[src/common/tv1_pkg.sv]
////////////////////////////////////////////////////////////
// Raster geometry, address map, widths and palette of the
// TV-1 background video core, reached as tv1_pkg::name
////////////////////////////////////////////////////////////

package tv1_pkg;

  typedef logic [8:0]  coord_t;
  typedef logic [12:0] cpu_addr_t;
  typedef logic [7:0]  byte_t;
  typedef logic [3:0]  color_t;
  typedef logic [23:0] rgb_t;
  typedef logic [31:0] line_word_t;
  typedef logic [8:0]  bgm_addr_t;
  typedef logic [9:0]  chr_addr_t;

  ////////////////////////////////////////////////////////////
  // Raster geometry

  localparam coord_t NUM_COLS           = 9'd260;
  localparam coord_t NUM_ROWS           = 9'd262;
  localparam coord_t FIRST_ROW_RENDER   = 9'd21;
  localparam coord_t LAST_ROW_RENDER    = 9'd242;
  localparam coord_t FIRST_COL_RENDER   = 9'd28;
  localparam coord_t LAST_COL_RENDER    = 9'd219;
  localparam coord_t LAST_COL_HSYNC     = 9'd19;
  localparam coord_t FIRST_ROW_VSYNC    = 9'd253;
  localparam coord_t LAST_ROW_VSYNC     = 9'd261;
  // Row that fills the first displayed line
  localparam coord_t FIRST_ROW_PREFETCH = 9'd20;
  localparam int     NUM_TILES          = 32;
  localparam coord_t FETCH_LAST_COL     = 9'd31;

  ////////////////////////////////////////////////////////////
  // CPU address map

  localparam cpu_addr_t ADDR_BGM_BASE = 13'h1000;
  localparam cpu_addr_t ADDR_REG_BASE = 13'h1400;

  ////////////////////////////////////////////////////////////
  // Colors, packed as red, green, blue

  localparam color_t BORDER_COLOR = 4'd1;

  localparam rgb_t PALETTE [16] = '{
    24'h00009b, 24'h000000, 24'h0000ff, 24'ha100ff,
    24'h00ff00, 24'ha0ff9d, 24'h00ffff, 24'h00a100,
    24'hff0000, 24'hffa100, 24'hff00ff, 24'hffa09f,
    24'hffff00, 24'ha3a000, 24'ha1a09d, 24'hffffff
  };

endpackage

[src/common/raster_if.sv]
////////////////////////////////////////////////////////////
// Raster position and region flags from the timing block
////////////////////////////////////////////////////////////

`timescale 1ns/10ps

interface raster_if;

  tv1_pkg::coord_t row;
  tv1_pkg::coord_t col;
  // Rows that prepare the next displayed line
  logic            fetch_row;
  logic            render_px;

  modport src (output row, col, fetch_row, render_px);

  modport sink (input row, col, fetch_row, render_px);

endinterface

[src/background/line_buffer.sv]
////////////////////////////////////////////////////////////
// Ping-pong line buffer of 8-pixel words. The fetch fills
// one bank while the raster reads the other
////////////////////////////////////////////////////////////

`timescale 1ns/10ps

module line_buffer (
  input  logic                CLK,
  input  logic                CE,
  input  logic                lb_we,
  input  logic [5:0]          lb_waddr,
  input  tv1_pkg::line_word_t lb_wdata,
  raster_if.sink              raster,
  output tv1_pkg::color_t     px
);

  // Bank in the top address bit
  tv1_pkg::line_word_t mem [2*tv1_pkg::NUM_TILES];
  tv1_pkg::line_word_t rd_word;
  logic [2:0]          sel_d;

  always_ff @(posedge CLK) begin
    if (lb_we) begin
      mem[lb_waddr] <= lb_wdata;
    end
  end

  // New word at every tile boundary
  always_ff @(posedge CLK) begin
    if (CE) begin
      if (raster.col[2:0] == 3'd0) begin
        rd_word <= mem[{raster.row[0], raster.col[7:3]}];
      end
      sel_d <= raster.col[2:0];
    end
  end

  assign px = rd_word[{sel_d, 2'b00} +: 4];

endmodule

[src/flat_wrapper.sv]
// flat-port wrapper written by rule: the top's interface ports become plain ports
module line_buffer_flat 
  (CLK, CE, lb_we, lb_waddr, lb_wdata, px, raster_row, raster_col, raster_fetch_row, raster_render_px);
  raster_if raster_i ();
  input  logic CLK;
  input  logic CE;
  input  logic lb_we;
  input  logic [5:0] lb_waddr;
  input  tv1_pkg::line_word_t lb_wdata;
  output tv1_pkg::color_t px;
  input wire logic [$bits(raster_i.row)-1:0] raster_row;
  input wire logic [$bits(raster_i.col)-1:0] raster_col;
  input wire logic [$bits(raster_i.fetch_row)-1:0] raster_fetch_row;
  input wire logic [$bits(raster_i.render_px)-1:0] raster_render_px;
  assign raster_i.row = raster_row;
  assign raster_i.col = raster_col;
  assign raster_i.fetch_row = raster_fetch_row;
  assign raster_i.render_px = raster_render_px;
  line_buffer u_core (.CLK(CLK), .CE(CE), .lb_we(lb_we), .lb_waddr(lb_waddr), .lb_wdata(lb_wdata), .raster(raster_i), .px(px));
endmodule
[config.mk]
export PLATFORM = sky130hd
export DESIGN_NAME = line_buffer_flat
export DESIGN_NICKNAME = d
export VERILOG_FILES = /design/src/common/tv1_pkg.sv /design/src/common/raster_if.sv /design/src/background/line_buffer.sv /design/src/flat_wrapper.sv
export SDC_FILE = /design/constraint.sdc
export NUM_CORES = 2
export LEC_CHECK = 0
export ABC_AREA = 0
export BUFFER_PORTS_ARGS = -buffer_cell sky130_fd_sc_hd__buf_2
export CORE_MARGIN = 4
export CORE_UTILIZATION = 35
export DETAILED_ROUTE_END_ITERATION = 6
export SYNTH_ARGS = -nofsm -noshare
export SYNTH_HDL_FRONTEND = slang
export SYNTH_SLANG_ARGS = --single-unit
[constraint.sdc]
create_clock -name CLK -period 4.2 [get_ports CLK]
set_input_delay 0.42 -clock CLK [delete_from_list [all_inputs] [get_ports CLK]]
set_output_delay 0.42 -clock CLK [all_outputs]
set_load 0.02 [all_outputs]
After elaboration in Yosys (flattened, before gate mapping)
Memory sizes are Yosys's and may differ from the RTL's. A register that Yosys moved wholly into a read port is not among the register bits.
Index checks and enable logic that the tools add are counted.
{ "totals": {"input_bits": 61, "mem_count": 1, "regBits": 3, "mem_bits_rw": 2048} }
{ "memory_table": {"columns": ["memory", "words", "width", "read_ports", "rd_ports_with_merged_regs", "write_ports", "line_no", "text"], "rows": [
  ["u_core.mem", 64, 32, 1, 1, 1, "line_buffer.sv:19", "tv1_pkg::line_word_t mem [2*tv1_pkg::NUM_TILES];"]
]} }
{ "op_classes": {"reduce_logical": 2, "shifts": 1, "mux": 2} }
{ "op_table": {"columns": ["operator", "n"], "rows": [
  ["32-bit by 6-bit variable part select with 4-bit output", 1],
  ["3-bit zero test", 1],
  ["1-bit two-way mux", 2],
  ["2-bit AND reduction", 1]
]} }

Longest topological paths before layout
{ "depth": {"depth_word": 2, "mapped_depth": 10, "mapped_depth_nobuf": 5} }

Worst setup path after synthesis
Ideal clock, no wire load.
{ "synth_timing": {"path_type": "input port to flip-flop", "start": "in raster_col[2]", "end": "reg u_core.rd_word[0], read port of u_core.mem (enable)", "path_slack_ns": -0.158, "arrival_ns": 3.844, "cell_stages": 1, "path_buffers": 0, "cell_sequence": "nor4b_1"} }
{ "synth_via": {"elab_chain_len": 2} }
{ "synth_rtl": {"columns": ["element", "line_no", "text"], "rows": [
  ["start: declaration", "flat_wrapper.sv:12", "input wire logic [$bits(raster_i.col)-1:0] raster_col;"],
  ["3-bit zero test", "line_buffer.sv:32", "if (raster.col[2:0] == 3'd0) begin"],
  ["2-bit AND reduction (no line)", null, null],
  ["end: declaration", "line_buffer.sv:20", "tv1_pkg::line_word_t rd_word;"]
]} }
No other way between the ends.
A chain may end at the register's enable or synchronous reset.

Final worst setup path
{ "layout_timing": {"start": "reg u_core.sel_d[0]", "end": "out px[1]"} }
{ "layout_via": {"elab_chain_len": 1} }
{ "layout_rtl": {"columns": ["element", "line_no", "text"], "rows": [
  ["start: declaration", "line_buffer.sv:21", "logic [2:0] sel_d;"],
  ["start signal: assignment", "line_buffer.sv:35", "sel_d <= raster.col[2:0];"],
  ["32-bit by 6-bit variable part select with 4-bit output", "line_buffer.sv:39", "assign px = rd_word[{sel_d, 2'b00} +: 4];"],
  ["end: declaration", "flat_wrapper.sv:10", "output tv1_pkg::color_t px;"]
]} }
No other way between the ends.

==> flow_metrics.py <==
metrics = {
    "clocking": {
        "cts_buffers": 203,
        "clockBufferDepth": 3,
        "insertion_delay_ps": 840,
        "cts_tree": "built",
        "htreeDepth": 4,
        "cts_resized": 0,
        "cts_root_buf": "clkbuf_16",
        "cts_num_sinks": 2083,
        "clkSlewWorstSetupHoldPaths_ps": 60,
    },
    "sta": {
        "setup_ws_ps": 902.9,
        "fin_skew_ps": 49.17,
        "fin_crit_ps": 3297,
        "worst_pin_slew_ps": 1460,
        "finalHoldViolCount": 0,
        "hold_slack_ps": 107.5,
        "drv_slew": 0,
        "timing.fmax_mhz": 303.3,
        "period_share_pct": 78.50,
        "rsz0062_at_grt": "false",
        "fin_setup_tns_ps": 0,
        "setup_viol": 0,
        "max_slew_margin_pct": 1.777,
    },
    "worst_setup_path": {
        "crit_required_ps": 3780,
        "cpPeakStageDelay_ps": 810,
        "crit_chain": "mux4_2, mux2_2, buf_2",
        "start_kind": "flop",
        "critPathCaptureType": "output port",
        "path_class": "flop to output port",
        "slowest_stage": "edfxtp_1",
        "path_max_fanout": 8,
        "critPathArrivalTime_ps": 2880,
    },
    "global_route": {
        "antenna_found_initial": 15,
        "grt.total_usage_pct": 17.35,
        "grt_pass1_vias": 37540,
        "grt_pass1_wl_um": 287900,
        "overflow": 0,
        "grt_max_degree": 94,
    },
    "drt": {
        "drc_errors": 0,
        "detail-route-antenna-nets": 0,
        "post_drt_wl_per_cell_um": 29.88,
        "finalWirelength_um": 203100,
        "drtIter0Drc": 4295,
        "via_per_inst": 5.470,
        "first_pass_iters": 7,
        "vias": 37180,
    },
    "outcome": {
        "violations": "max-capacitance violations",
        "status": "complete, but fails checks",
    },
    "synthesis": {
        "syn_area_um2": 78800,
        "async_flop_share_pct": 0,
        "yosys.area.top_type": "edfxtp_1",
        "synth_simple_gate_area_share_pct": 1.342,
        "synth_fp_nets": 3421,
        "ys_seq_area_share_pct": 79.38,
        "avgSynthCellArea_um2": 23.45,
        "ys_warn_count": 0,
        "muxShareOfSynthArea_pct": 15.51,
        "synth-main-ff-cell": "edfxtp_1",
        "synth_compound_area_share_pct": 2.552,
        "synth_top_family_by_area": "multiplexers",
        "syn_inst": 3360,
        "synthTopCellsByArea": "edfxtp_1, mux4_2, o22ai_1",
        "ys_ff_latch": 2083,
        "synth_fa_ha_area_share_pct": 0,
        "synth_xor_area_share_pct": 0,
        "synth_top_area_share_pct": 79.38,
        "synth.distinct_cells": 40,
        "synth_edf_count": 2083,
    },
    "die": {
        "start_util_pct": 35.31,
        "die_y_um": 482.5,
        "fp.coreArea_um2": 223200,
        "die_area_um2": 232800,
        "ios": 65,
        "rows": 173,
        "dieWidth_um": 482.5,
    },
    "placement": {
        "post-place-ws_ps": 326.1,
        "hpwl_um": 119800,
        "dp.cells": 6410,
        "gp_congestion": 0.8509,
        "port_buffers": 53,
    },
    "layout": {
        "layout.cells.non_filler": 6798,
        "final_common_cell": "edfxtp_1",
        "post-route-util_pct": 40.83,
        "fillCellCount": 19280,
        "final_cell_mix": "edfxtp_1, mux4_2, clkbuf_16",
        "fin_nets": 3709,
        "syn_to_final_growth_pct": 15.63,
        "regArea_um2": 62550,
        "drive_gt1_share_pct": 30.07,
        "multi_input_area_um2": 15830,
    },
    "pwr": {
        "p_leak_nw": 27.85,
        "max-vdd-ir-drop_v": 0.0003924,
        "pwr_density_cell_nw_per_um2": 476.0,
    },
    "worst_hold_path": {
        "hp-class": "input port to flop",
    },
    "flow_run": {
        "max_cap_violations": 1,
    },
}
power by group:
group	switching [mW]	total, mW	internal (mW)
registers	0.0435	23.1	23.0
clock network	7.87	18.1	10.2
logic	1.41	2.20	0.792
metrics by stage:
stage,cell area (µm²),power [mW]
floorplan,78800,24.61
global placement,84360,25.70
detailed placement,84360,25.74
CTS,91070,43.72
global route,91100,44.75
finish,91110,43.37
worst max-delay path: cells and delay by family (launching register included):
| family | cells | cell delay [ps] |
|---|---|---|
| muxes | 2 | 1020 |
| buffers and inverters | 1 | 190 |
| DFF | 1 | 810 |
sequential cells by signal (all words and copies together) (netlist names):
register	cells
u_core.mem	2048
u_core.rd_word	32
u_core.sel_d	3
metal layers:
metal  vias to the layer above  global-route usage, %  part of all wire, %
li1                      15160                      -                    -
met1                     20270                  24.22                   41
met2                      1504                  27.89                   49
met3                       252                  3.123                  7.6
met4                         0                  5.329                  2.9
met5                         -                      0                    0
Yosys cell counts, types with 16 or more instances:
cell and number:
o22ai_1 135, edfxtp_1 2083, a211oi_1 16, clkbuf_1 74, mux2i_1 61, nand2_1 30, nor3_1 21, a22oi_1 37
o22a_1 24, nor2b_1 20, o221ai_1 30, buf_2 56, nor2_1 75, a21oi_1 43, buf_4 33, mux4_2 511
nor4_1 26
path summary, 6_finish.rpt:
check	startpoint	endpoint	slack, ps	cells after the start
worst max-delay path	u_core.sel_d[0]	px[1]	900	3
worst min-delay path	lb_wdata[18]	u_core.mem[56][18]	110	1
worst max register to register	u_core.mem[16][6]	u_core.rd_word[6]	1700	5
worst min register to register	u_core.mem[56][31]	u_core.rd_word[31]	1030	4
repair_timing:
item,CTS,global route
hold endpoints to repair,28,0
hold buffers,6,0
buffers inserted,0,0
kinds of logic (layout without fill, tap and decap cells):
family / count (synthesis) / after routing
AOI/OAI and AO/OA: 295 / 295
and+or+nand+nor: 215 / 215
muxes: 581 / 581
buffers and inverters: 186 / 640
other: 0 / 9
DFF: 2083 / 2083
layout make-up:
type	instances	area share, %
Antenna cell	9	0.02472
Tap cell	2975	4.085
Clock buffer	243	5.764
Timing Repair Buffer	267	2.557
Inverter	2	0.008239
Sequential cell	2083	68.65
Clock inverter	128	1.533
Multi-Input combinational cell	1091	17.38
Note: power is estimated with default switching activity, not from simulation.
