File: src/common/tv1_pkg.sv
////////////////////////////////////////////////////////////
// Raster geometry, address map, widths and palette of the
// TV-1 background video core, reached as tv1_pkg::name
////////////////////////////////////////////////////////////

package tv1_pkg;

  typedef logic [8:0]  coord_t;
  typedef logic [12:0] cpu_addr_t;
  typedef logic [7:0]  byte_t;
  typedef logic [3:0]  color_t;
  typedef logic [23:0] rgb_t;
  typedef logic [31:0] line_word_t;
  typedef logic [8:0]  bgm_addr_t;
  typedef logic [9:0]  chr_addr_t;

  ////////////////////////////////////////////////////////////
  // Raster geometry

  localparam coord_t NUM_COLS           = 9'd260;
  localparam coord_t NUM_ROWS           = 9'd262;
  localparam coord_t FIRST_ROW_RENDER   = 9'd21;
  localparam coord_t LAST_ROW_RENDER    = 9'd242;
  localparam coord_t FIRST_COL_RENDER   = 9'd28;
  localparam coord_t LAST_COL_RENDER    = 9'd219;
  localparam coord_t LAST_COL_HSYNC     = 9'd19;
  localparam coord_t FIRST_ROW_VSYNC    = 9'd253;
  localparam coord_t LAST_ROW_VSYNC     = 9'd261;
  // Row that fills the first displayed line
  localparam coord_t FIRST_ROW_PREFETCH = 9'd20;
  localparam int     NUM_TILES          = 32;
  localparam coord_t FETCH_LAST_COL     = 9'd31;

  ////////////////////////////////////////////////////////////
  // CPU address map

  localparam cpu_addr_t ADDR_BGM_BASE = 13'h1000;
  localparam cpu_addr_t ADDR_REG_BASE = 13'h1400;

  ////////////////////////////////////////////////////////////
  // Colors, packed as red, green, blue

  localparam color_t BORDER_COLOR = 4'd1;

  localparam rgb_t PALETTE [16] = '{
    24'h00009b, 24'h000000, 24'h0000ff, 24'ha100ff,
    24'h00ff00, 24'ha0ff9d, 24'h00ffff, 24'h00a100,
    24'hff0000, 24'hffa100, 24'hff00ff, 24'hffa09f,
    24'hffff00, 24'ha3a000, 24'ha1a09d, 24'hffffff
  };

endpackage

File: src/common/raster_if.sv
////////////////////////////////////////////////////////////
// Raster position and region flags from the timing block
////////////////////////////////////////////////////////////

`timescale 1ns/10ps

interface raster_if;

  tv1_pkg::coord_t row;
  tv1_pkg::coord_t col;
  // Rows that prepare the next displayed line
  logic            fetch_row;
  logic            render_px;

  modport src (output row, col, fetch_row, render_px);

  modport sink (input row, col, fetch_row, render_px);

endinterface

File: src/common/vid_regs_if.sv
////////////////////////////////////////////////////////////
// Decoded control register fields, driven by the host port
// and read by the background fetch
////////////////////////////////////////////////////////////

`timescale 1ns/10ps

interface vid_regs_if;

  logic            bm_ena;
  logic            bm_lores;
  logic            bm_invx;
  logic            bm_invy;
  tv1_pkg::color_t bm_clr_bg;
  tv1_pkg::color_t bm_clr_fg;
  logic [3:0]      bm_xmax;
  logic [3:0]      bm_ymax;
  tv1_pkg::color_t ch_clr_bg;
  tv1_pkg::color_t ch_clr_fg;

  modport src (output bm_ena, bm_lores, bm_invx, bm_invy, bm_clr_bg, bm_clr_fg,
               bm_xmax, bm_ymax, ch_clr_bg, ch_clr_fg);

  modport sink (input bm_ena, bm_lores, bm_invx, bm_invy, bm_clr_bg, bm_clr_fg,
                bm_xmax, bm_ymax, ch_clr_bg, ch_clr_fg);

endinterface

File: src/background/bg_fetch.sv
////////////////////////////////////////////////////////////
// Builds the 32 tile words of the next line during the
// fetch columns and writes them to the line buffer
////////////////////////////////////////////////////////////

`timescale 1ns/10ps

module bg_fetch (
  input  logic                CLK,
  input  logic                arst_n,
  input  logic                CE,
  vid_regs_if.sink            regs,
  raster_if.sink              raster,
  output tv1_pkg::bgm_addr_t  fetch_bgm_addr,
  output tv1_pkg::chr_addr_t  fetch_chr_addr,
  input  tv1_pkg::byte_t      bgm_rdata,
  input  tv1_pkg::byte_t      chr_rdata,
  output logic                lb_we,
  output logic [5:0]          lb_waddr,
  output tv1_pkg::line_word_t lb_wdata
);

  tv1_pkg::coord_t     next_row;
  logic [4:0]          tx;
  logic [4:0]          ty;
  logic                in_fetch;
  logic                ch_area;
  logic [3:0]          ce_d;
  logic [1:0]          hi_bits;
  logic [3:0]          lo_nib;
  tv1_pkg::color_t     bg_sel;
  tv1_pkg::color_t     fg_sel;
  logic [7:0]          pat_sel;
  logic [7:0]          pat;
  tv1_pkg::line_word_t word;
  // Stage A tile position, stage B memory byte, stage C colors
  logic                a_valid, a_bank, a_ch, a_odd;
  logic [4:0]          a_tile;
  logic [3:0]          a_rsub;
  logic                b_valid, b_bank, b_use_chr;
  logic [4:0]          b_tile;
  logic [2:0]          b_rsub;
  logic [6:0]          b_chr;
  tv1_pkg::color_t     b_bg, b_fg;
  logic [7:0]          b_pat;
  logic                c_valid, c_bank, c_use_chr;
  logic [4:0]          c_tile;
  tv1_pkg::color_t     c_bg, c_fg;
  logic [7:0]          c_pat;

  assign next_row = raster.row + 9'd1;
  assign tx       = raster.col[4:0];
  assign ty       = next_row[7:3];
  assign in_fetch = raster.fetch_row && (raster.col <= tv1_pkg::FETCH_LAST_COL);
  assign ch_area  = ((tx[4:1] < regs.bm_xmax) ^ regs.bm_invx)
                    & ((ty[4:1] < regs.bm_ymax) ^ regs.bm_invy);

  assign fetch_bgm_addr = {ty[4:1], tx};
  assign fetch_chr_addr = {b_chr, b_rsub};

  ////////////////////////////////////////////////////////////
  // Color and pattern decision on the memory byte

  assign hi_bits = bgm_rdata[{~a_rsub[3:2], 1'b0} +: 2];
  assign lo_nib  = bgm_rdata[{~a_rsub[3], 2'b00} +: 4];

  always_comb begin
    bg_sel  = regs.bm_clr_bg;
    fg_sel  = regs.bm_clr_fg;
    pat_sel = '0;
    if (a_ch) begin
      bg_sel = regs.ch_clr_bg;
      fg_sel = regs.ch_clr_fg;
    end else if (regs.bm_ena && regs.bm_lores) begin
      bg_sel = lo_nib;
    end else if (regs.bm_ena) begin
      pat_sel = {{4{hi_bits[1]}}, {4{hi_bits[0]}}};
    end
  end

  // Pixel k takes pattern bit 7-k
  always_comb begin
    pat = c_use_chr ? chr_rdata : c_pat;
    for (int k = 0; k < 8; k++) begin
      word[k*4 +: 4] = pat[7-k] ? c_fg : c_bg;
    end
  end

  ////////////////////////////////////////////////////////////
  // Pipeline, each stage one clock behind the one before
  // Memories read every clock, so a stage waits one clock for them

  always_ff @(posedge CLK or negedge arst_n) begin
    if (!arst_n) begin
      ce_d    <= '0;
      a_valid <= 1'b0;
      b_valid <= 1'b0;
      c_valid <= 1'b0;
      lb_we   <= 1'b0;
    end else begin
      ce_d <= {ce_d[2:0], CE};
      if (ce_d[0]) a_valid <= in_fetch;
      if (ce_d[1]) b_valid <= a_valid;
      if (ce_d[2]) c_valid <= b_valid;
      lb_we <= ce_d[3] & c_valid;
    end
  end

  always_ff @(posedge CLK) begin
    if (ce_d[0]) begin
      a_tile <= tx;
      a_bank <= ~raster.row[0];
      a_rsub <= next_row[3:0];
      a_odd  <= ty[0];
      a_ch   <= ch_area;
    end
    if (ce_d[1]) begin
      b_tile    <= a_tile;
      b_bank    <= a_bank;
      b_rsub    <= a_rsub[2:0];
      b_chr     <= bgm_rdata[6:0];
      b_use_chr <= a_ch & ~a_odd;
      b_bg      <= bg_sel;
      b_fg      <= fg_sel;
      b_pat     <= pat_sel;
    end
    if (ce_d[2]) begin
      c_tile    <= b_tile;
      c_bank    <= b_bank;
      c_use_chr <= b_use_chr;
      c_bg      <= b_bg;
      c_fg      <= b_fg;
      c_pat     <= b_pat;
    end
    if (ce_d[3]) begin
      lb_waddr <= {c_bank, c_tile};
      lb_wdata <= word;
    end
  end

endmodule

File: src/flat_wrapper.sv
// flat-port wrapper written by rule: the top's interface ports become plain ports
module bg_fetch_flat 
  (CLK, arst_n, CE, fetch_bgm_addr, fetch_chr_addr, bgm_rdata, chr_rdata, lb_we, lb_waddr, lb_wdata, regs_bm_ena, regs_bm_lores, regs_bm_invx, regs_bm_invy, regs_bm_clr_bg, regs_bm_clr_fg, regs_bm_xmax, regs_bm_ymax, regs_ch_clr_bg, regs_ch_clr_fg, raster_row, raster_col, raster_fetch_row, raster_render_px);
  vid_regs_if regs_i ();
  raster_if raster_i ();
  input  logic CLK;
  input  logic arst_n;
  input  logic CE;
  output tv1_pkg::bgm_addr_t fetch_bgm_addr;
  output tv1_pkg::chr_addr_t fetch_chr_addr;
  input  tv1_pkg::byte_t bgm_rdata;
  input  tv1_pkg::byte_t chr_rdata;
  output logic lb_we;
  output logic [5:0] lb_waddr;
  output tv1_pkg::line_word_t lb_wdata;
  input wire logic [$bits(regs_i.bm_ena)-1:0] regs_bm_ena;
  input wire logic [$bits(regs_i.bm_lores)-1:0] regs_bm_lores;
  input wire logic [$bits(regs_i.bm_invx)-1:0] regs_bm_invx;
  input wire logic [$bits(regs_i.bm_invy)-1:0] regs_bm_invy;
  input wire logic [$bits(regs_i.bm_clr_bg)-1:0] regs_bm_clr_bg;
  input wire logic [$bits(regs_i.bm_clr_fg)-1:0] regs_bm_clr_fg;
  input wire logic [$bits(regs_i.bm_xmax)-1:0] regs_bm_xmax;
  input wire logic [$bits(regs_i.bm_ymax)-1:0] regs_bm_ymax;
  input wire logic [$bits(regs_i.ch_clr_bg)-1:0] regs_ch_clr_bg;
  input wire logic [$bits(regs_i.ch_clr_fg)-1:0] regs_ch_clr_fg;
  input wire logic [$bits(raster_i.row)-1:0] raster_row;
  input wire logic [$bits(raster_i.col)-1:0] raster_col;
  input wire logic [$bits(raster_i.fetch_row)-1:0] raster_fetch_row;
  input wire logic [$bits(raster_i.render_px)-1:0] raster_render_px;
  assign regs_i.bm_ena = regs_bm_ena;
  assign regs_i.bm_lores = regs_bm_lores;
  assign regs_i.bm_invx = regs_bm_invx;
  assign regs_i.bm_invy = regs_bm_invy;
  assign regs_i.bm_clr_bg = regs_bm_clr_bg;
  assign regs_i.bm_clr_fg = regs_bm_clr_fg;
  assign regs_i.bm_xmax = regs_bm_xmax;
  assign regs_i.bm_ymax = regs_bm_ymax;
  assign regs_i.ch_clr_bg = regs_ch_clr_bg;
  assign regs_i.ch_clr_fg = regs_ch_clr_fg;
  assign raster_i.row = raster_row;
  assign raster_i.col = raster_col;
  assign raster_i.fetch_row = raster_fetch_row;
  assign raster_i.render_px = raster_render_px;
  bg_fetch u_core (.CLK(CLK), .arst_n(arst_n), .CE(CE), .regs(regs_i), .raster(raster_i), .fetch_bgm_addr(fetch_bgm_addr), .fetch_chr_addr(fetch_chr_addr), .bgm_rdata(bgm_rdata), .chr_rdata(chr_rdata), .lb_we(lb_we), .lb_waddr(lb_waddr), .lb_wdata(lb_wdata));
endmodule
File: config.mk
export PLATFORM = sky130hd
export DESIGN_NAME = bg_fetch_flat
export DESIGN_NICKNAME = d
export VERILOG_FILES = /design/src/common/tv1_pkg.sv /design/src/common/raster_if.sv /design/src/common/vid_regs_if.sv /design/src/background/bg_fetch.sv /design/src/flat_wrapper.sv
export SDC_FILE = /design/constraint.sdc
export NUM_CORES = 1
export LEC_CHECK = 0
export BUFFER_PORTS_ARGS = -buffer_cell sky130_fd_sc_hd__buf_2
export CELL_PAD_IN_SITES_DETAIL_PLACEMENT = 2
export CELL_PAD_IN_SITES_GLOBAL_PLACEMENT = 2
export CORE_MARGIN = 4
export CORE_UTILIZATION = 31
export DETAILED_ROUTE_END_ITERATION = 8
export PLACE_DENSITY_LB_ADDON = 0.1
export SETUP_SLACK_MARGIN = 0.02
export SLEW_MARGIN = 25
export SYNTH_ARGS = -nofsm -noshare
export SYNTH_HDL_FRONTEND = slang
export SYNTH_SLANG_ARGS = --single-unit
File: constraint.sdc
create_clock -name CLK -period 1.55 [get_ports CLK]
set_input_delay 0.2325 -clock CLK [delete_from_list [all_inputs] [get_ports CLK]]
set_output_delay 0.2325 -clock CLK [all_outputs]
set_load 0.02 [all_outputs]
After elaboration in Yosys (flattened, before gate mapping). Index checks and enable logic that the tools add are counted.

Reduce and logical (&&, ||, !) cells: 3. Order comparisons: 3. Bitwise operators: 10. Mux-type cells: 12. $add $sub $neg: 1. Shifts and indexed selects: 2.

Operator list (number): two-way mux 4 bit (11); <= comparator 9 x 5 -> 1 bit, second input constant (1); adder 8 x 1 -> 8 bit, second input constant (1); less-than comparator 4 bit (2); two-way mux 8 bit (1); indexed part select 8 x 4 -> 2 bit (1); indexed part select 8 x 4 -> 4 bit (1); NOT 1 bit (4); AND 1 bit (3); OR reduction 3 bit (1); logical AND 1 bit (2); NOT 2 bit (1); XOR 1 bit (2).

Output and inout port bits: 58. Logic and storage cells: 57. Bits of input ports: 67. Flip-flop bits (word level): 108.

Longest topological paths before layout.
Depth after elaboration: 4. Depth in mapped cells: 9. Mapped depth without buffers: 9.

Worst setup path after synthesis. Ideal clock, no wire load.

Path type: input port to flip-flop. Start point: input port raster_row[0]. End point: register u_core.a_ch (data pin). Stages: 8. Setup slack: -0.169 ns. Arrival: 1.459 ns. Setup time: 0.260 ns. Path through: ha_1 > nand2_1 > or2_2 > xnor2_1 > ha_1 > o221ai_1 > a21oi_1 > mux2i_1.

Longest elaborated chain between the ends: 4.

Ends and longest elaborated chain: start, declared (RTL line flat_wrapper.sv:26) `input wire logic [$bits(raster_i.row)-1:0] raster_row;`; adder 8 x 1 -> 8 bit (RTL line bg_fetch.sv:51) `assign next_row = raster.row + 9'd1;`; net u_core.next_row[6] (RTL line bg_fetch.sv:23) `tv1_pkg::coord_t next_row;`; less-than comparator 4 bit (RTL line bg_fetch.sv:56) `& ((ty[4:1] < regs.bm_ymax) ^ regs.bm_invy);`; XOR 1 bit (RTL line bg_fetch.sv:56); AND 1 bit (RTL line bg_fetch.sv:56); net u_core.ch_area (RTL line bg_fetch.sv:27) `logic ch_area;`; end signal, assigned (RTL line bg_fetch.sv:115) `a_ch <= ch_area;`; end, declared (RTL line bg_fetch.sv:37) `logic a_valid, a_bank, a_ch, a_odd;`.

The timed path passes the listed nets, and every way through them passes these cells. A chain may end at the register's enable or synchronous reset.

Final worst setup path.
Start point: register u_core.c_use_chr. End point: register u_core.lb_wdata[0] (data pin).

Longest elaborated chain between the ends: 2.

Ends and longest elaborated chain: start, declared (RTL line bg_fetch.sv:46) `logic c_valid, c_bank, c_use_chr;`; start signal, assigned (RTL line bg_fetch.sv:130) `c_use_chr <= b_use_chr;`; two-way mux 8 bit (RTL line bg_fetch.sv:83) `pat = c_use_chr ? chr_rdata : c_pat;`; two-way mux 4 bit (RTL line bg_fetch.sv:85) `word[k*4 +: 4] = pat[7-k] ? c_fg : c_bg;`; net u_core.word[0] (RTL line bg_fetch.sv:35) `tv1_pkg::line_word_t word;`; end signal, assigned (RTL line bg_fetch.sv:137) `lb_wdata <= word;`; end, declared (RTL line bg_fetch.sv:20) `output tv1_pkg::line_word_t lb_wdata`.

The timed path passes the listed nets, and every way through them passes these cells.

==> results.toml <==
[detailed_routing]
via_count = 2509
wl_microns = 9790
wl_per_cell_microns = 17.3
ant_nets = 0
firstDrtPassIters = 4
drc = 0
drt-initial-drc-count = 127
vias_per_cell = 4.43

[cells_and_area]
final_area_sq_um = 5430
mostFrequentLayoutCell = "buf_2"
nNetsFinal = 462
syn_to_final_growth_pct = 34.4
nFillCells = 1286
drive_gt1_frac = 0.567
final_core_util = 0.428
layout_common_cells = "120 x buf_2, 91 x edfxtp_1, 36 x mux2_2"

[floorplan]
die_y_microns = 122
core-area_sq_um = 12700
die_x_microns = 122
io_pins = 125
initial_utilization = 0.319
die_area_sq_um = 14900
rows = 41

[global_route]
grt_antenna_before_repair = 4
overflow = 0
grtUsageTotal = 0.137
grt_pass1_vias = 2874
grt_pass1_wl_microns = 15200
grt_max_degree = 35

[timing]
finalSetupViolCount = 0
final.setup_skew_ns = 0.00508
relSlewSlack = 0.712
finalCritPeriodShare = 0.982
hold-worst-slack_ns = 0.0745
max_clock_freq_mhz = 657
finalCriticalPeriod_ns = 1.52
slew_violations = 0
tightestPinTransition_ns = 0.432
rsz0062_at_grt = "true"
hold_viol_final = 0
setup_ws_ns = 0.0277

[power]
power_switching_mw = 1.49
swShare = 0.239
p_int_mw = 4.75
power.share.clock = 0.359
p_seq_frac = 0.517
p_leak_nw = 2.22
power_mw = 6.25
power_density_nw_per_um2 = 1150
ir_drop_mv = 0.497
comb_power_share = 0.124

[critical_path]
timing_worst_setup_path_type = "register to register"
critPathArrivalTime_ns = 1.61
timing.rr.end = "u_core.lb_wdata[0]"
rr_worst_depth = 5
rrSetupSlack_ns = 0.03
crit_top_cell = "buf_4"
critPathMaxStageDelay_ns = 0.41
cp_cell_sequence = "buf_4 -> nor2b_4 -> buf_4 -> a21oi_4 -> mux2_2"
end_kind = "register"
start_kind = "register"
crit_fanout = 4
r2r_start = "u_core.c_use_chr"
crit_path_top_delay_cell = "edfxtp_1"
cp_data_required_time_ns = 1.64

[hold_path]
min_from = "raster_col[0]"
hold_depth = 1
whs_endpoint = "u_core.a_tile[0]"
hold_class = "input port to register"

[clock_tree]
clk_pin_slew_ns = 0.07
numCtsBuffers = 9
clk_latency_ns = 0.34
clkSinkCount = 99
cts-root-buf = "clkbuf_16"
cts_tree = "built"
clock_tree.buffer_depth = 2
htreeDepth = 3

[synth]
seq_area_frac_synth = 0.726
synth-seq-cells = 99
ys.flop_type = "edfxtp_1"
syn-num-nets = 313
avgSynthCellArea_sq_um = 16.9
netlist_instances = 239
yosysUniqueCellTypes = 32
yosys_warnings = 0
syn_area_sq_um = 4040
synth-edff-count = 91
async_reset_ff_frac = 0.0808

[flow_run]
maxCapViolations = 0

[place]
dp_slack_ns = -0.351
portBuffers = 122
gp_congestion = 0.792
place_hpwl_microns = 7480
dpl-instance-area_sq_um = 4990

[status]
outcome = "complete, no violations"
## stage by stage
stage | setup TNS, ns | std cells
4_1_cts | 0 | 563
2_1_floorplan | -0.0713 | 239
3_3_place_gp | -0.318 | 543
6_report | 0 | 566
3_5_place_dp | -0.590 | 543
5_1_grt | -0.126 | 565
## critical path, delay by kind of cell, from the launching register on
kind                   cells  cell delay, ns
flip-flops                 1            0.41
multiplexers               1            0.36
buffers and inverters      2            0.29
AO/OA/AOI/OAI              1            0.17
AND/OR/NAND/NOR            1            0.05
## cells by family (layout without fill, tap and decap cells)
logic type / Yosys count / count (layout) / share of synthesized area
DFF: 99 / 99 / 0.726
AOI/OAI and AO/OA: 26 / 26 / 0.0440
xor gates and xnor gates: 6 / 6 / 0.0130
adders and majority gates: 7 / 7 / 0.0217
and+or+nand+nor: 36 / 36 / 0.0459
muxes: 43 / 43 / 0.118
buffers and inverters: 22 / 176 / 0.0310
other: 0 / 1 / 0
## worst max path at each step
| stage | start | slack (ns) | to | cells after the start |
|---|---|---|---|---|
| 6_report | u_core.c_use_chr | 0.03 | u_core.lb_wdata[0] | 5 |
| 5_1_grt | u_core.c_use_chr | -0.03 | u_core.lb_wdata[2] | 5 |
| 4_1_cts | u_core.c_use_chr | 0.02 | u_core.lb_wdata[12] | 5 |
| 3_5_place_dp | raster_row[0] | -0.35 | u_core.a_ch | 9 |
| 3_3_place_gp | raster_row[0] | -0.28 | u_core.a_ch | 9 |
| 2_1_floorplan | raster_row[0] | -0.07 | u_core.a_ch | 8 |
## power groups by stage
stage	clock network (mW)	logic, mW	registers [mW]
CTS	2.31	0.771	3.24
detailed placement	0	0.748	3.29
global placement	0	0.725	3.28
floorplan	0	0.286	3.40
global route	2.43	0.853	3.26
finish	2.24	0.776	3.23
## sequential cells by signal, indices dropped and copies added, names as in the netlist, 2 cells and up
register,cells
u_core.b_pat,2
u_core.b_fg,4
u_core.a_rsub,4
u_core.c_tile,5
u_core.lb_wdata,32
u_core.c_fg,4
u_core.b_tile,5
u_core.b_bg,4
u_core.b_rsub,3
u_core.c_bg,4
u_core.lb_waddr,6
u_core.b_chr,7
u_core.ce_d,4
u_core.a_tile,5
u_core.c_pat,2
## cell usage after synthesis (3+ instances only)
cell / count / area (sq um)
nand2_1: 8 / 30.0
mux2_2: 36 / 405
a21oi_1: 6 / 30.0
xnor2_1: 4 / 35.0
o21ai_0: 6 / 30.0
buf_4: 11 / 82.6
and2_1: 3 / 18.8
a21oi_2: 8 / 70.1
nor2_1: 10 / 37.5
dfrtp_1: 8 / 200
nand3_1: 5 / 25.0
inv_1: 9 / 33.8
ha_1: 7 / 87.6
mux2i_1: 5 / 50.1
edfxtp_1: 91 / 2730
## what timing repair did
action / CTS / global route
endpoints found under the setup margin: 22 / 30
buffers inserted: 2 / 2
pin swaps: 0 / 5
cloned: 0 / 0
resized for setup: 7 / 14
hold buffers: 2 / 0
hold endpoints to repair: 9 / 0
## layer usage
| metal | part of all wire | GRT usage | vias up |
|---|---|---|---|
| met5 | 0.0050 | 0 | - |
| met1 | 0.36 | 0.141 | 1211 |
| met4 | 0.012 | 0.0462 | 8 |
| met2 | 0.52 | 0.243 | 86 |
| met3 | 0.095 | 0.0687 | 15 |
| li1 | - | - | 1189 |
## layout make-up
type	instances	area, sq um	area share
antenna	1	2.50	0.000461
clock buffer	10	229	0.0422
clock inverter	6	65.1	0.0120
inverter	9	33.8	0.00623
multi-input combinational	118	1060	0.196
sequential	99	2930	0.541
tap	172	215	0.0397
timing repair buffer	151	886	0.163
Note: power is estimated with default switching activity, not from simulation.
