## config.mk

```make
export PLATFORM = sky130hd
export DESIGN_NAME = color_out_flat
export DESIGN_NICKNAME = d
export VERILOG_FILES = /design/src/common/tv1_pkg.sv /design/src/common/raster_if.sv /design/src/logic/color_out.sv /design/src/flat_wrapper.sv
export SDC_FILE = /design/constraint.sdc
export NUM_CORES = 1
export LEC_CHECK = 0
export BUFFER_PORTS_ARGS = -buffer_cell sky130_fd_sc_hd__buf_2
export CAP_MARGIN = 20
export CORE_UTILIZATION = 44
export DETAILED_ROUTE_END_ITERATION = 8
export HOLD_SLACK_MARGIN = 0.03
export PLACE_DENSITY_LB_ADDON = 0.2
export SYNTH_ARGS = -nofsm -noshare
export SYNTH_HDL_FRONTEND = slang
export SYNTH_SLANG_ARGS = --single-unit
```

## constraint.sdc

```tcl
create_clock -name CLK -period 5.6 [get_ports CLK]
set_input_delay 0.84 -clock CLK [delete_from_list [all_inputs] [get_ports CLK]]
set_output_delay 0.84 -clock CLK [all_outputs]
set_load 0.02 [all_outputs]
```

## src/common/tv1_pkg.sv

```systemverilog
////////////////////////////////////////////////////////////
// Raster geometry, address map, widths and palette of the
// TV-1 background video core, reached as tv1_pkg::name
////////////////////////////////////////////////////////////

package tv1_pkg;

  typedef logic [8:0]  coord_t;
  typedef logic [12:0] cpu_addr_t;
  typedef logic [7:0]  byte_t;
  typedef logic [3:0]  color_t;
  typedef logic [23:0] rgb_t;
  typedef logic [31:0] line_word_t;
  typedef logic [8:0]  bgm_addr_t;
  typedef logic [9:0]  chr_addr_t;

  ////////////////////////////////////////////////////////////
  // Raster geometry

  localparam coord_t NUM_COLS           = 9'd260;
  localparam coord_t NUM_ROWS           = 9'd262;
  localparam coord_t FIRST_ROW_RENDER   = 9'd21;
  localparam coord_t LAST_ROW_RENDER    = 9'd242;
  localparam coord_t FIRST_COL_RENDER   = 9'd28;
  localparam coord_t LAST_COL_RENDER    = 9'd219;
  localparam coord_t LAST_COL_HSYNC     = 9'd19;
  localparam coord_t FIRST_ROW_VSYNC    = 9'd253;
  localparam coord_t LAST_ROW_VSYNC     = 9'd261;
  // Row that fills the first displayed line
  localparam coord_t FIRST_ROW_PREFETCH = 9'd20;
  localparam int     NUM_TILES          = 32;
  localparam coord_t FETCH_LAST_COL     = 9'd31;

  ////////////////////////////////////////////////////////////
  // CPU address map

  localparam cpu_addr_t ADDR_BGM_BASE = 13'h1000;
  localparam cpu_addr_t ADDR_REG_BASE = 13'h1400;

  ////////////////////////////////////////////////////////////
  // Colors, packed as red, green, blue

  localparam color_t BORDER_COLOR = 4'd1;

  localparam rgb_t PALETTE [16] = '{
    24'h00009b, 24'h000000, 24'h0000ff, 24'ha100ff,
    24'h00ff00, 24'ha0ff9d, 24'h00ffff, 24'h00a100,
    24'hff0000, 24'hffa100, 24'hff00ff, 24'hffa09f,
    24'hffff00, 24'ha3a000, 24'ha1a09d, 24'hffffff
  };

endpackage

```

## src/common/raster_if.sv

```systemverilog
////////////////////////////////////////////////////////////
// Raster position and region flags from the timing block
////////////////////////////////////////////////////////////

`timescale 1ns/10ps

interface raster_if;

  tv1_pkg::coord_t row;
  tv1_pkg::coord_t col;
  // Rows that prepare the next displayed line
  logic            fetch_row;
  logic            render_px;

  modport src (output row, col, fetch_row, render_px);

  modport sink (input row, col, fetch_row, render_px);

endinterface

```

## src/logic/color_out.sv

```systemverilog
////////////////////////////////////////////////////////////
// Black border outside the render area and the registered
// palette lookup that drives RGB
////////////////////////////////////////////////////////////

`timescale 1ns/10ps

module color_out (
  input  logic            CLK,
  input  logic            arst_n,
  input  logic            CE,
  input  tv1_pkg::color_t px,
  raster_if.sink          raster,
  output tv1_pkg::rgb_t   rgb
);

  logic            render_px_d;
  tv1_pkg::color_t pd;

  // px trails the column counter by one step
  assign pd = render_px_d ? px : tv1_pkg::BORDER_COLOR;

  always_ff @(posedge CLK or negedge arst_n) begin
    if (!arst_n) begin
      render_px_d <= 1'b0;
      rgb         <= '0;
    end else if (CE) begin
      render_px_d <= raster.render_px;
      rgb         <= tv1_pkg::PALETTE[pd];
    end
  end

endmodule

```

## src/flat_wrapper.sv

```systemverilog
// flat-port wrapper written by rule: the top's interface ports become plain ports
module color_out_flat 
  (CLK, arst_n, CE, px, rgb, raster_row, raster_col, raster_fetch_row, raster_render_px);
  raster_if raster_i ();
  input  logic CLK;
  input  logic arst_n;
  input  logic CE;
  input  tv1_pkg::color_t px;
  output tv1_pkg::rgb_t rgb;
  input wire logic [$bits(raster_i.row)-1:0] raster_row;
  input wire logic [$bits(raster_i.col)-1:0] raster_col;
  input wire logic [$bits(raster_i.fetch_row)-1:0] raster_fetch_row;
  input wire logic [$bits(raster_i.render_px)-1:0] raster_render_px;
  assign raster_i.row = raster_row;
  assign raster_i.col = raster_col;
  assign raster_i.fetch_row = raster_fetch_row;
  assign raster_i.render_px = raster_render_px;
  color_out u_core (.CLK(CLK), .arst_n(arst_n), .CE(CE), .px(px), .raster(raster_i), .rgb(rgb));
endmodule
```

After elaboration in Yosys (flattened, before gate mapping)
Memory sizes are Yosys's and may differ from the RTL's. A register that Yosys moved wholly into a read port is not among the register bits.
Index checks and enable logic that the tools add are counted.
{"block": "classes", "reduce_logical": 1, "mux": 1, "n_bitwise": 1}
{"cell": "inverter 4 -> 5 bit", "n": 1}
{"cell": "2-to-1 mux 4 bit", "n": 1}
{"cell": "logical NOT 1 bit", "n": 1}
{"block": "totals", "mem_bits_ro": 384, "output_inout_bits": 24, "register_bits": 1, "input_bits": 27, "wordCells": 5, "n_memories": 1}
{"memory": "(name not given)", "words": 16, "width": 24, "rd": 1, "rd_clocked_by_memory_dff": 1, "write_ports": 0, "line": "color_out.sv:29", "source": "rgb <= tv1_pkg::PALETTE[pd];"}

Depth between registers and ports, before layout
Gate-level depths: netlist of the first run.
{"block": "logic_depth", "depth_word": 2, "ltp_mapped": 7, "mapped_depth_nobuf": 6}

Least setup slack after synthesis of the first run
Ideal clock, no wire load.
{"block": "synth_path", "path_kind": "input -> register", "from": "in px[0]", "to": "reg u_core.rgb[21]", "arrival_time_ns": 1.891, "required_time_ns": 5.475, "setup_ns": 0.125, "path_buffers": 0, "stages": 5, "slack_ns": 3.584, "path_cell_list": "nor2b_1 > inv_1 > ha_1 > o32a_1 > mux2_4"}
{"block": "synth_via", "elab_chain_len": 2}
{"item": "start, declared", "line": "flat_wrapper.sv:8", "source": "input tv1_pkg::color_t px;"}
{"item": "2-to-1 mux 4 bit", "line": "color_out.sv:21", "source": "assign pd = render_px_d ? px : tv1_pkg::BORDER_COLOR;"}
{"item": "inverter 4 -> 5 bit (implied by the code)", "line": "color_out.sv:29"}
{"item": "end, declared", "line": "color_out.sv:14", "source": "output tv1_pkg::rgb_t rgb"}
Every way passes these cells.
A chain may end at the register's enable or synchronous reset.

Worst setup path after layout of the first run
{"block": "layout_path", "from": "in px[0]", "to": "reg u_core.rgb[6]"}
The elaborated chain is that of the path after synthesis.

==> results of run 1 <==
## per-layer routing
layer  wire length [um]  global-route usage [%]  vias to the layer above  share of wire, %
li1                   -                       -                      320                 -
met1                726                    21.4                      304                49
met2                657                    25.0                       23                45
met3                 65                    2.40                        2               4.4
met4                 19                    5.45                        0               1.3
met5                  0                       0                        -                 0
## cell type report
| type | instances | area [sq um] | area share [%] |
|---|---|---|---|
| Clock buffer | 3 | 22.5 | 2.54 |
| Inverter | 10 | 37.5 | 4.24 |
| Multi-Input combinational cell | 48 | 339 | 38.3 |
| Sequential cell | 12 | 300 | 33.9 |
| Tap cell | 25 | 31.3 | 3.53 |
| Timing Repair Buffer | 31 | 155 | 17.5 |
## state kept, by name (all words and copies together) (netlist names)
name,flops
u_core.render_px_d,1
u_core.rgb,11
## cells in the mapped netlist
library cell	number	area, sq um
nand2b_1	1	6.26
dfrtp_1	12	300
buf_4	15	113
nor3b_2	1	12.5
nor2_1	4	15.0
mux2_4	1	15.0
o21a_1	2	15.0
o2111ai_1	1	8.76
nor2b_1	1	6.26
mux2_1	2	22.5
buf_2	2	10.0
nand2_1	4	15.0
o22ai_1	6	37.5
nand4b_1	1	8.76
o32a_1	1	10.0
a21oi_1	6	30.0
mux2_2	1	11.3
and2_1	1	6.26
nand3_1	1	5.00
o21ai_1	5	25.0
ha_1	5	62.6
o21ai_0	1	5.00
inv_1	9	33.8
buf_1	1	3.75
inv_2	1	3.75
a22oi_1	1	7.51
nand4_1	1	6.26
nand3b_1	1	7.51
## cell families (layout without fill, tap and decap cells)
kind of cell	after synthesis	count (layout)	synth area share [%]
simple gates	16	16	11.1
compound gates	23	23	17.3
mux	4	4	6.07
fa+ha+maj	5	5	7.79
buf+inv	28	44	20.4
flops	12	12	37.4
## stage by stage
step | utilization (%) | total power [W] | setup WS (ns)
6_report | 51.3 | 0.000243 | 3.64
5_1_grt | 51.3 | 0.000258 | 3.48
4_1_cts | 51.3 | 0.000246 | 3.64
3_5_place_dp | 50.0 | 0.000193 | 3.36
3_3_place_gp | 50.0 | 0.000192 | 3.36
2_1_floorplan | - | 0.000179 | 3.58
## critical path, cell delays in order
cell	delay [ns]
buf_2	0.11
nor2b_1	0.20
inv_1	0.11
ha_1	0.26
mux2_1	0.31
o21ai_1	0.17
o22ai_1	0.10
## power groups by stage
stage | logic (W) | registers, W | clock network (W)
6_report | 0.0000851 | 0.000106 | 0.0000518
5_1_grt | 0.0000927 | 0.000108 | 0.0000571
4_1_cts | 0.0000855 | 0.000106 | 0.0000541
3_5_place_dp | 0.0000850 | 0.000108 | 0
3_3_place_gp | 0.0000848 | 0.000107 | 0
2_1_floorplan | 0.0000607 | 0.000119 | 0
## worst paths after layout
check                                               startpoint                          to  slack [ns]  cells after the start
worst min-delay path                                    arst_n  u_core.rgb[14]$_DFFE_PN0P_        0.44                      1
max in group asynchronous                               arst_n   u_core.rgb[8]$_DFFE_PN0P_        4.93                      1
worst max-delay path                                     px[0]   u_core.rgb[6]$_DFFE_PN0P_        3.64                      7
worst min register to register       u_core.rgb[8]$_DFFE_PN0P_   u_core.rgb[8]$_DFFE_PN0P_        0.50                      2
worst max register to register  u_core.render_px_d$_DFFE_PN0P_   u_core.rgb[6]$_DFFE_PN0P_        3.67                      6
min in group CLK                     u_core.rgb[8]$_DFFE_PN0P_   u_core.rgb[8]$_DFFE_PN0P_        0.50                      2
==> reports/results.txt, run 1 <==
post-synthesis sequential area ratio - 37.4%
Fillers - 185
Static Leak - 0.460 nW
initial antenna violation count - 0
warnings from Yosys - 0
Avg Synthesized Cell Area - 9.13 sq um
CTS buffer count - 3
DIE HEIGHT - 44.7 um
Setup Viol. Count Final - 0
fin crit period - 1.96 ns
grt ovf - 0
Root Buffer - clkbuf_4
#FFs+latches synth - 12
post-cts resize count - 0
Via density - 5.03
max-slew violations - 0
I/O Buffers - 31
drt wl/cell - 11.4 um
Vias - 649
vias in the first global route - 526
Chip Width - 44.7 um
pin count of the biggest net entering global routing - 22
hold buffers post-CTS - 0
Seq pwr share - 43.6%
io pins - 51
clock skew - 0.000650 ns
TritonCTS clock tree - built
measured slew at the worst slew-check pin - 0.374 ns
RSZ-0062 raised after global routing - no
CP required - 5.74 ns
Rel. slew slack - 75.1%
clock power share - 21.3%
fin cells - 129
CP startpoint kind - input port
clock slew at reported path FFs - 0.07 ns
internal power - 0.000153 W
Hold Slack - 0.443 ns
Core ar. - 1730 sq um
cell area after synthesis - 803 sq um
placed cell count - 126
global-route wire length before repair - 2.27 mm
Initial Util - 46.5%
H-tree Lvls - 1
CTS max path bufs - 2
clock sink count - 12
Tcrit/Tclk final - 35.0%
Fin Setup TNS - 0 ns
library cells used by synthesis - 28
ANT cells - 0
Tot GR Track Use - 15.6%
Rows - 15
die area - 2000 sq um
CP Max Fanout - 4
CP endpoint kind - register
power density over cell area - 274 nW/um^2
DRC Markers - 0
design area - 886 sq um
HP Class - in2async
Antenna Nets Post-Route - 0
Final Hold Viols - 0
Cells after Synth - 88
fraction of layout cells with a size suffix above 1 - 36.5%
TritonRoute pass-1 iters - 4
Max VDD drop - 0.000155 V
CP Class - in2reg
most common cell after layout, fill and taps aside - buf_2
maxcap violations - 0
Comb power frac - 35.1%
most frequent cells in the layout - buf_2 (31), dfrtp_1 (12), inv_1 (9)
setup repair bufs after CTS - 0
# nets final - 138
synthesis-to-layout area growth - 10.3%
status - completed
fmax - 0.511 GHz
cell area after placement - 863 sq um
Synthesized Nets - 120
DRT iter0 DRCs - 7
routability cong. - 0.857
hpwl dp - 1.01 mm
Switching Fraction - 37.0%
worst skew pair latency - 0.27 ns
Net Switching - 0.0000897 W
worst path arrival time - 2.10 ns
final wirelength - 1.47 mm
Power figures use the tool's default switching activity.
==> run 2, diff against run 1 <==
CORE_ASPECT_RATIO = 0.7   (was not set)
CORE_UTILIZATION = 37   (was 44)
clock period = 1.8 ns   (was 5.6 ns; I/O delays follow)
==> reports/results.txt, run 2 (same netlist as run 1, synthesis figures left out) <==
CTS buffer count - 3 (unchanged)
pin count of the biggest net entering global routing - 22 (unchanged)
CP max stage delay - 0.40 ns (+0.09 ns)
setup repair bufs after CTS - 0 (unchanged)
CP Class - reg2reg
routability cong. - 0.774 (-9.7%)
CP required - 1.95 ns (-3.79 ns)
most common cell after layout, fill and taps aside - buf_2
initial antenna violation count - 0 (unchanged)
Tcrit/Tclk final - 93.5%
final wirelength - 1.56 mm (+6.3%)
Fillers - 194 (+4.9%)
fraction of layout cells with a size suffix above 1 - 39.3% (+2.7 points)
Top reg by flops - u_core.rgb
fin crit period - 1.68 ns
clock skew - 0.000845 ns (+0.000195 ns)
I/O Buffers - 31 (unchanged)
slowest CP cell - dfrtp_1
max-slew violations - 0 (unchanged)
worst path cell trace - buf_4, nand2_1, inv_1, ha_1, mux2_1, o21ai_2, o22ai_1
worst path arrival time - 1.83 ns (-0.27 ns)
Tot GR Track Use - 15.1% (-0.49 points)
io pins - 51 (unchanged)
CP Max Fanout - 5 (+1)
TritonRoute pass-1 iters - 6 (+2)
hpwl dp - 1.15 mm (+13%)
grt ovf - 0 (unchanged)
Initial Util - 41.2% (-5.4 points)
Final Hold Viols - 0 (unchanged)
DRT iter0 DRCs - 15 (+8)
DIE HEIGHT - 41.0 um (-8.4%)
final setup margin - 0.118 ns (-3.52 ns)
CP startpoint kind - register
flip-flop count of the largest register after layout - 11 (unchanged)
maxcap violations - 0 (unchanged)
die area - 2360 sq um (+18%)
Antenna Nets Post-Route - 0 (unchanged)
Chip Width - 57.7 um (+29%)
Place WS - 0.116 ns (-3.25 ns)
Core ar. - 1950 sq um (+13%)
# nets final - 141 (+2.2%)
Rows - 13 (-2)
CTS max path bufs - 2 (unchanged)
Via density - 4.75 (-5.5%)
status - finished, violations left
global-route wire length before repair - 2.50 mm (+10%)
Rel. slew slack - 74.9% (-0.16 points)
worst skew pair latency - 0.27 ns (about the same)
power density over cell area - 843 nW/um^2 (+210%)
drt wl/cell - 12.1 um (+6.3%)
fin cells - 129 (unchanged)
Vias - 613 (-5.5%)
vias in the first global route - 516 (-1.9%)
H-tree Lvls - 1 (unchanged)
TritonCTS clock tree - built
DRC Markers - 1 (+1)
Static Leak - 0.476 nW (+3.4%)
placed cell count - 125 (-0.79%)
RSZ-0062 raised after global routing - no
synthesis-to-layout area growth - 13.7%
Max VDD drop - 0.000450 V (+190%)
HP Class - in2reg
fmax - 0.594 GHz
violated checks - DRC
clock sink count - 12 (unchanged)
most frequent cells in the layout - buf_2 (31), dfrtp_1 (12), inv_1 (9)
Top Registers - u_core.rgb: 11 flops, u_core.render_px_d: 1 flops
ANT cells - 0 (unchanged)
clock slew at reported path FFs - 0.07 ns (about the same)
Root Buffer - clkbuf_4
CP endpoint kind - register
Setup Viol. Count Final - 0 (unchanged)
measured slew at the worst slew-check pin - 0.376 ns (+0.00236 ns)
Fin Setup TNS - 0 ns (unchanged)
## run 2: cell count changes in the layout (fill, tap and decap cells not counted), sizes merged
cell         before  now
buf              31   33
dlygate4sd3       0    1
## run 2: path summary, 6_finish.rpt
| path | startpoint | endpoint | slack (ns) | cells past startpoint |
|---|---|---|---|---|
| max in group asynchronous | arst_n | u_core.rgb[7]$_DFFE_PN0P_ | 1.18 | 2 |
| setup / recovery | u_core.render_px_d$_DFFE_PN0P_ | u_core.rgb[6]$_DFFE_PN0P_ | 0.12 | 7 |
| hold / removal | raster_render_px | u_core.render_px_d$_DFFE_PN0P_ | 0.22 | 2 |
| setup reg to reg | u_core.render_px_d$_DFFE_PN0P_ | u_core.rgb[6]$_DFFE_PN0P_ | 0.12 | 7 |
| min in group asynchronous | arst_n | u_core.rgb[2]$_DFFE_PN0P_ | 0.40 | 2 |
| hold reg to reg | u_core.rgb[8]$_DFFE_PN0P_ | u_core.rgb[8]$_DFFE_PN0P_ | 0.51 | 2 |
## run 2: cell type report
cell class                      instances  area (sq um)  share of cell area [%]
Multi-Input combinational cell         48           345                    37.8
Tap cell                               22          27.5                    3.01
Inverter                               10          37.5                    4.11
Clock buffer                            3          22.5                    2.47
Sequential cell                        12           300                    32.9
Timing Repair Buffer                   34           180                    19.7
## run 2: what timing repair did
item,CTS,global route
hold endpoints to repair,12,0
hold buffers,1,0
setup endpoints to repair,0,2
resized for setup,0,2
## run 2: per-stage QoR
stage,util [%],area [sq um],hold slack (ns),power [W]
global route,46.8,913,0.204,0.000824
global placement,44.8,875,0.168,0.000606
CTS,46.5,907,0.204,0.000781
floorplan,-,803,-0.0256,0.000558
detailed placement,44.8,875,0.170,0.000609
finish,46.8,913,0.215,0.000770
## run 2: per-layer routing
metal / up-vias / routed length (um) / global-route usage [%]
met5: - / 0 / 0
met4: 0 / 0 / 1.79
met3: 0 / 97 / 6.62
met2: 19 / 621 / 20.3
met1: 271 / 842 / 22.2
li1: 323 / - / -
## run 2: critical path: cells and delay by family (launching register included)
kind            cells  cell delay (ns)
fa+ha+maj           1             0.23
mux                 1             0.32
compound gates      2             0.24
flops               1             0.40
buf+inv             2             0.25
simple gates        1             0.11
## run 2: power by group
| part | total (W) | leakage, nW | internal, W | switching [W] |
|---|---|---|---|---|
| registers | 0.000323 | 0.150 | 0.000302 | 0.0000212 |
| clock network | 0.000164 | 0.0138 | 0.0000775 | 0.0000861 |
| logic | 0.000283 | 0.312 | 0.000105 | 0.000178 |
==> run 3, diff against run 2 <==
CORE_ASPECT_RATIO = not set   (was 0.7)
CORE_UTILIZATION = 44   (was 37)
clock period = 1.96 ns   (was 1.8 ns; I/O delays follow)
==> reports/results.txt, run 3 (same netlist as run 1, synthesis figures left out) <==
DRC Markers - 0 (-1)
Buffers & Inverters on Critical Path - 1 (-1)
fmax - 0.571 GHz (-4.0%)
status - completed
Hold Slack - 0.246 ns (+0.0310 ns)
cell area after placement - 871 sq um (-0.43%)
CP max stage delay - 0.45 ns (+0.05 ns)
Net Switching - 0.000255 W (-11%)
clock sink count - 12 (unchanged)
clock power share - 21.0% (-0.3 points)
internal power - 0.000441 W (-8.8%)
Core Util, Final - 52.5% (+5.7 points)
Seq pwr share - 43.0% (+1.0 points)
Final Hold Viols - 0 (unchanged)
Hold Path Sink - u_core.render_px_d$_DFFE_PN0P_
RSZ-0062 raised after global routing - no
Top reg by flops - u_core.rgb
final wirelength - 1.44 mm (-8.0%)
Top delay family on crit path - flip-flops
fin crit period - 1.75 ns (+0.0694 ns)
Worst Reg-to-Reg Cells - 6 (-1)
slowest CP cell - dfrtp_1
TritonCTS clock tree - built
CTS buffer count - 3 (unchanged)
power density over cell area - 769 nW/um^2 (-8.8%)
CP required - 2.10 ns (+0.15 ns)
setup repair bufs after CTS - 0 (unchanged)
clock skew - 0.00315 ns (+0.00231 ns)
Chip Width - 44.7 um (-22%)
fraction of layout cells with a size suffix above 1 - 37.7% (-1.5 points)
Static Leak - 0.470 nW (-1.2%)
Setup Viol. Count Final - 0 (unchanged)
Root Buffer - clkbuf_4
worst path cell trace - nor2b_2, inv_1, ha_1, mux2_1, o21ai_1, o22ai_1
Rows - 15 (+2)
worst flop-to-flop path startpoint - u_core.render_px_d$_DFFE_PN0P_
Comb power frac - 36.1% (-0.7 points)
Worst R2R Setup Slack - 0.21 ns (+0.09 ns)
Top Registers - u_core.rgb: 11 flops, u_core.render_px_d: 1 flops
Core ar. - 1730 sq um (-12%)
total power - 0.000696 W (-9.5%)
Multi-input gate area - 342 sq um (-1.1%)
CP startpoint kind - register
Vias - 632 (+3.1%)
vias in the first global route - 524 (+1.6%)
Tcrit/Tclk final - 89.4% (-4.1 points)
CTS max path bufs - 2 (unchanged)
CP Max Fanout - 7 (+2)
Rel. slew slack - 75.8% (+0.84 points)
Initial Util - 46.5% (+5.4 points)
measured slew at the worst slew-check pin - 0.364 ns (-0.0126 ns)
global-route wire length before repair - 2.37 mm (-5.2%)
hpwl dp - 1.05 mm (-9.0%)
synthesis-to-layout area growth - 12.8%
Max VDD drop - 0.000403 V (-10%)
die area - 2000 sq um (-15%)
WHS Path Cells - 2 (unchanged)
CP endpoint kind - register
io pins - 51 (unchanged)
CP Class - reg2reg
most common cell after layout, fill and taps aside - buf_2
grt ovf - 0 (unchanged)
Fillers - 191 (-1.5%)
Fin Setup TNS - 0 ns (unchanged)
initial antenna violation count - 0 (unchanged)
HP Start - raster_render_px
Reg2Reg Capture Point - u_core.rgb[6]$_DFFE_PN0P_
design area - 906 sq um (-0.82%)
Antenna Nets Post-Route - 0 (unchanged)
HP Class - in2reg
Switching Fraction - 36.6% (-0.48 points)
maxcap violations - 0 (unchanged)
flip-flop count of the largest register after layout - 11 (unchanged)
max-slew violations - 0 (unchanged)
I/O Buffers - 31 (unchanged)
storage element area - 300 sq um (unchanged)
DRT iter0 DRCs - 15 (unchanged)
# nets final - 140 (-0.71%)
routability cong. - 0.881 (+14%)
pin count of the biggest net entering global routing - 22 (unchanged)
worst path arrival time - 1.89 ns (+0.06 ns)
DIE HEIGHT - 44.7 um (+9.1%)
TritonRoute pass-1 iters - 4 (-2)
worst skew pair latency - 0.27 ns (about the same)
drt wl/cell - 11.0 um (-9.4%)
ANT cells - 0 (unchanged)
Tot GR Track Use - 16.6% (+1.5 points)
most frequent cells in the layout - buf_2 (31), dfrtp_1 (12), inv_1 (9)
H-tree Lvls - 1 (unchanged)
clock slew at reported path FFs - 0.07 ns (about the same)
Via density - 4.82 (+1.5%)
## run 3: changes by cell type in the layout (fill, tap and decap cells not counted)
cell,previous run,this run
o21ai_1,4,5
buf_4,2,1
o21ai_2,1,0
## run 3: stage by stage
stage	setup WS, ns	instances
after global placement	0.217	127
after global routing	0.0693	131
after floorplan	0.212	88
after CTS	0.171	131
after detailed placement	0.197	127
final	0.208	131
## run 3: final cells by class
cell class                      instances  share of cell area, %
Timing Repair Buffer                   33                   19.1
Sequential cell                        12                   33.1
Inverter                               10                   4.14
Tap cell                               25                   3.45
Clock buffer                            3                   2.49
Multi-Input combinational cell         48                   37.7
## run 3: worst max path at each step
stage          slack, ns  cells after the start                         end                      startpoint
2_1_floorplan       0.21                      6  u_core.rgb[21]$_DFFE_PN0P_  u_core.render_px_d$_DFFE_PN0P_
3_3_place_gp        0.22                      6   u_core.rgb[6]$_DFFE_PN0P_  u_core.render_px_d$_DFFE_PN0P_
3_5_place_dp        0.20                      6   u_core.rgb[6]$_DFFE_PN0P_  u_core.render_px_d$_DFFE_PN0P_
4_1_cts             0.17                      6   u_core.rgb[6]$_DFFE_PN0P_  u_core.render_px_d$_DFFE_PN0P_
5_1_grt             0.07                      6   u_core.rgb[6]$_DFFE_PN0P_  u_core.render_px_d$_DFFE_PN0P_
6_report            0.21                      6   u_core.rgb[6]$_DFFE_PN0P_  u_core.render_px_d$_DFFE_PN0P_
## run 3: repair_timing
action | CTS | global route
gates resized for setup | 0 | 1
endpoints found under the hold margin | 12 | 0
setup endpoints to repair | 0 | 1
hold buffers | 1 | 0
## run 3: per-layer routing
| metal | vias up | global-route usage (%) | part of all wire [%] |
|---|---|---|---|
| met5 | - | 0 | 0 |
| met4 | 0 | 10.9 | 2.6 |
| met3 | 5 | 2.40 | 6.0 |
| met2 | 31 | 21.8 | 40 |
| met1 | 272 | 25.1 | 52 |
| li1 | 324 | - | - |
## run 3: power groups by stage
| stage | Sequential [W] | Clock [W] | Combinational (W) |
|---|---|---|---|
| 2_1_floorplan | 0.000339 | 0 | 0.000173 |
| 3_3_place_gp | 0.000303 | 0 | 0.000249 |
| 3_5_place_dp | 0.000304 | 0 | 0.000250 |
| 4_1_cts | 0.000300 | 0.000153 | 0.000253 |
| 5_1_grt | 0.000304 | 0.000162 | 0.000278 |
| 6_report | 0.000299 | 0.000146 | 0.000251 |
## run 3: worst reg2reg max path, cell delays in order, from the launching register on
cell     delay [ns]
dfrtp_1        0.45
nor2b_2        0.24
inv_1          0.10
ha_1           0.27
mux2_1         0.31
o21ai_1        0.17
o22ai_1        0.10
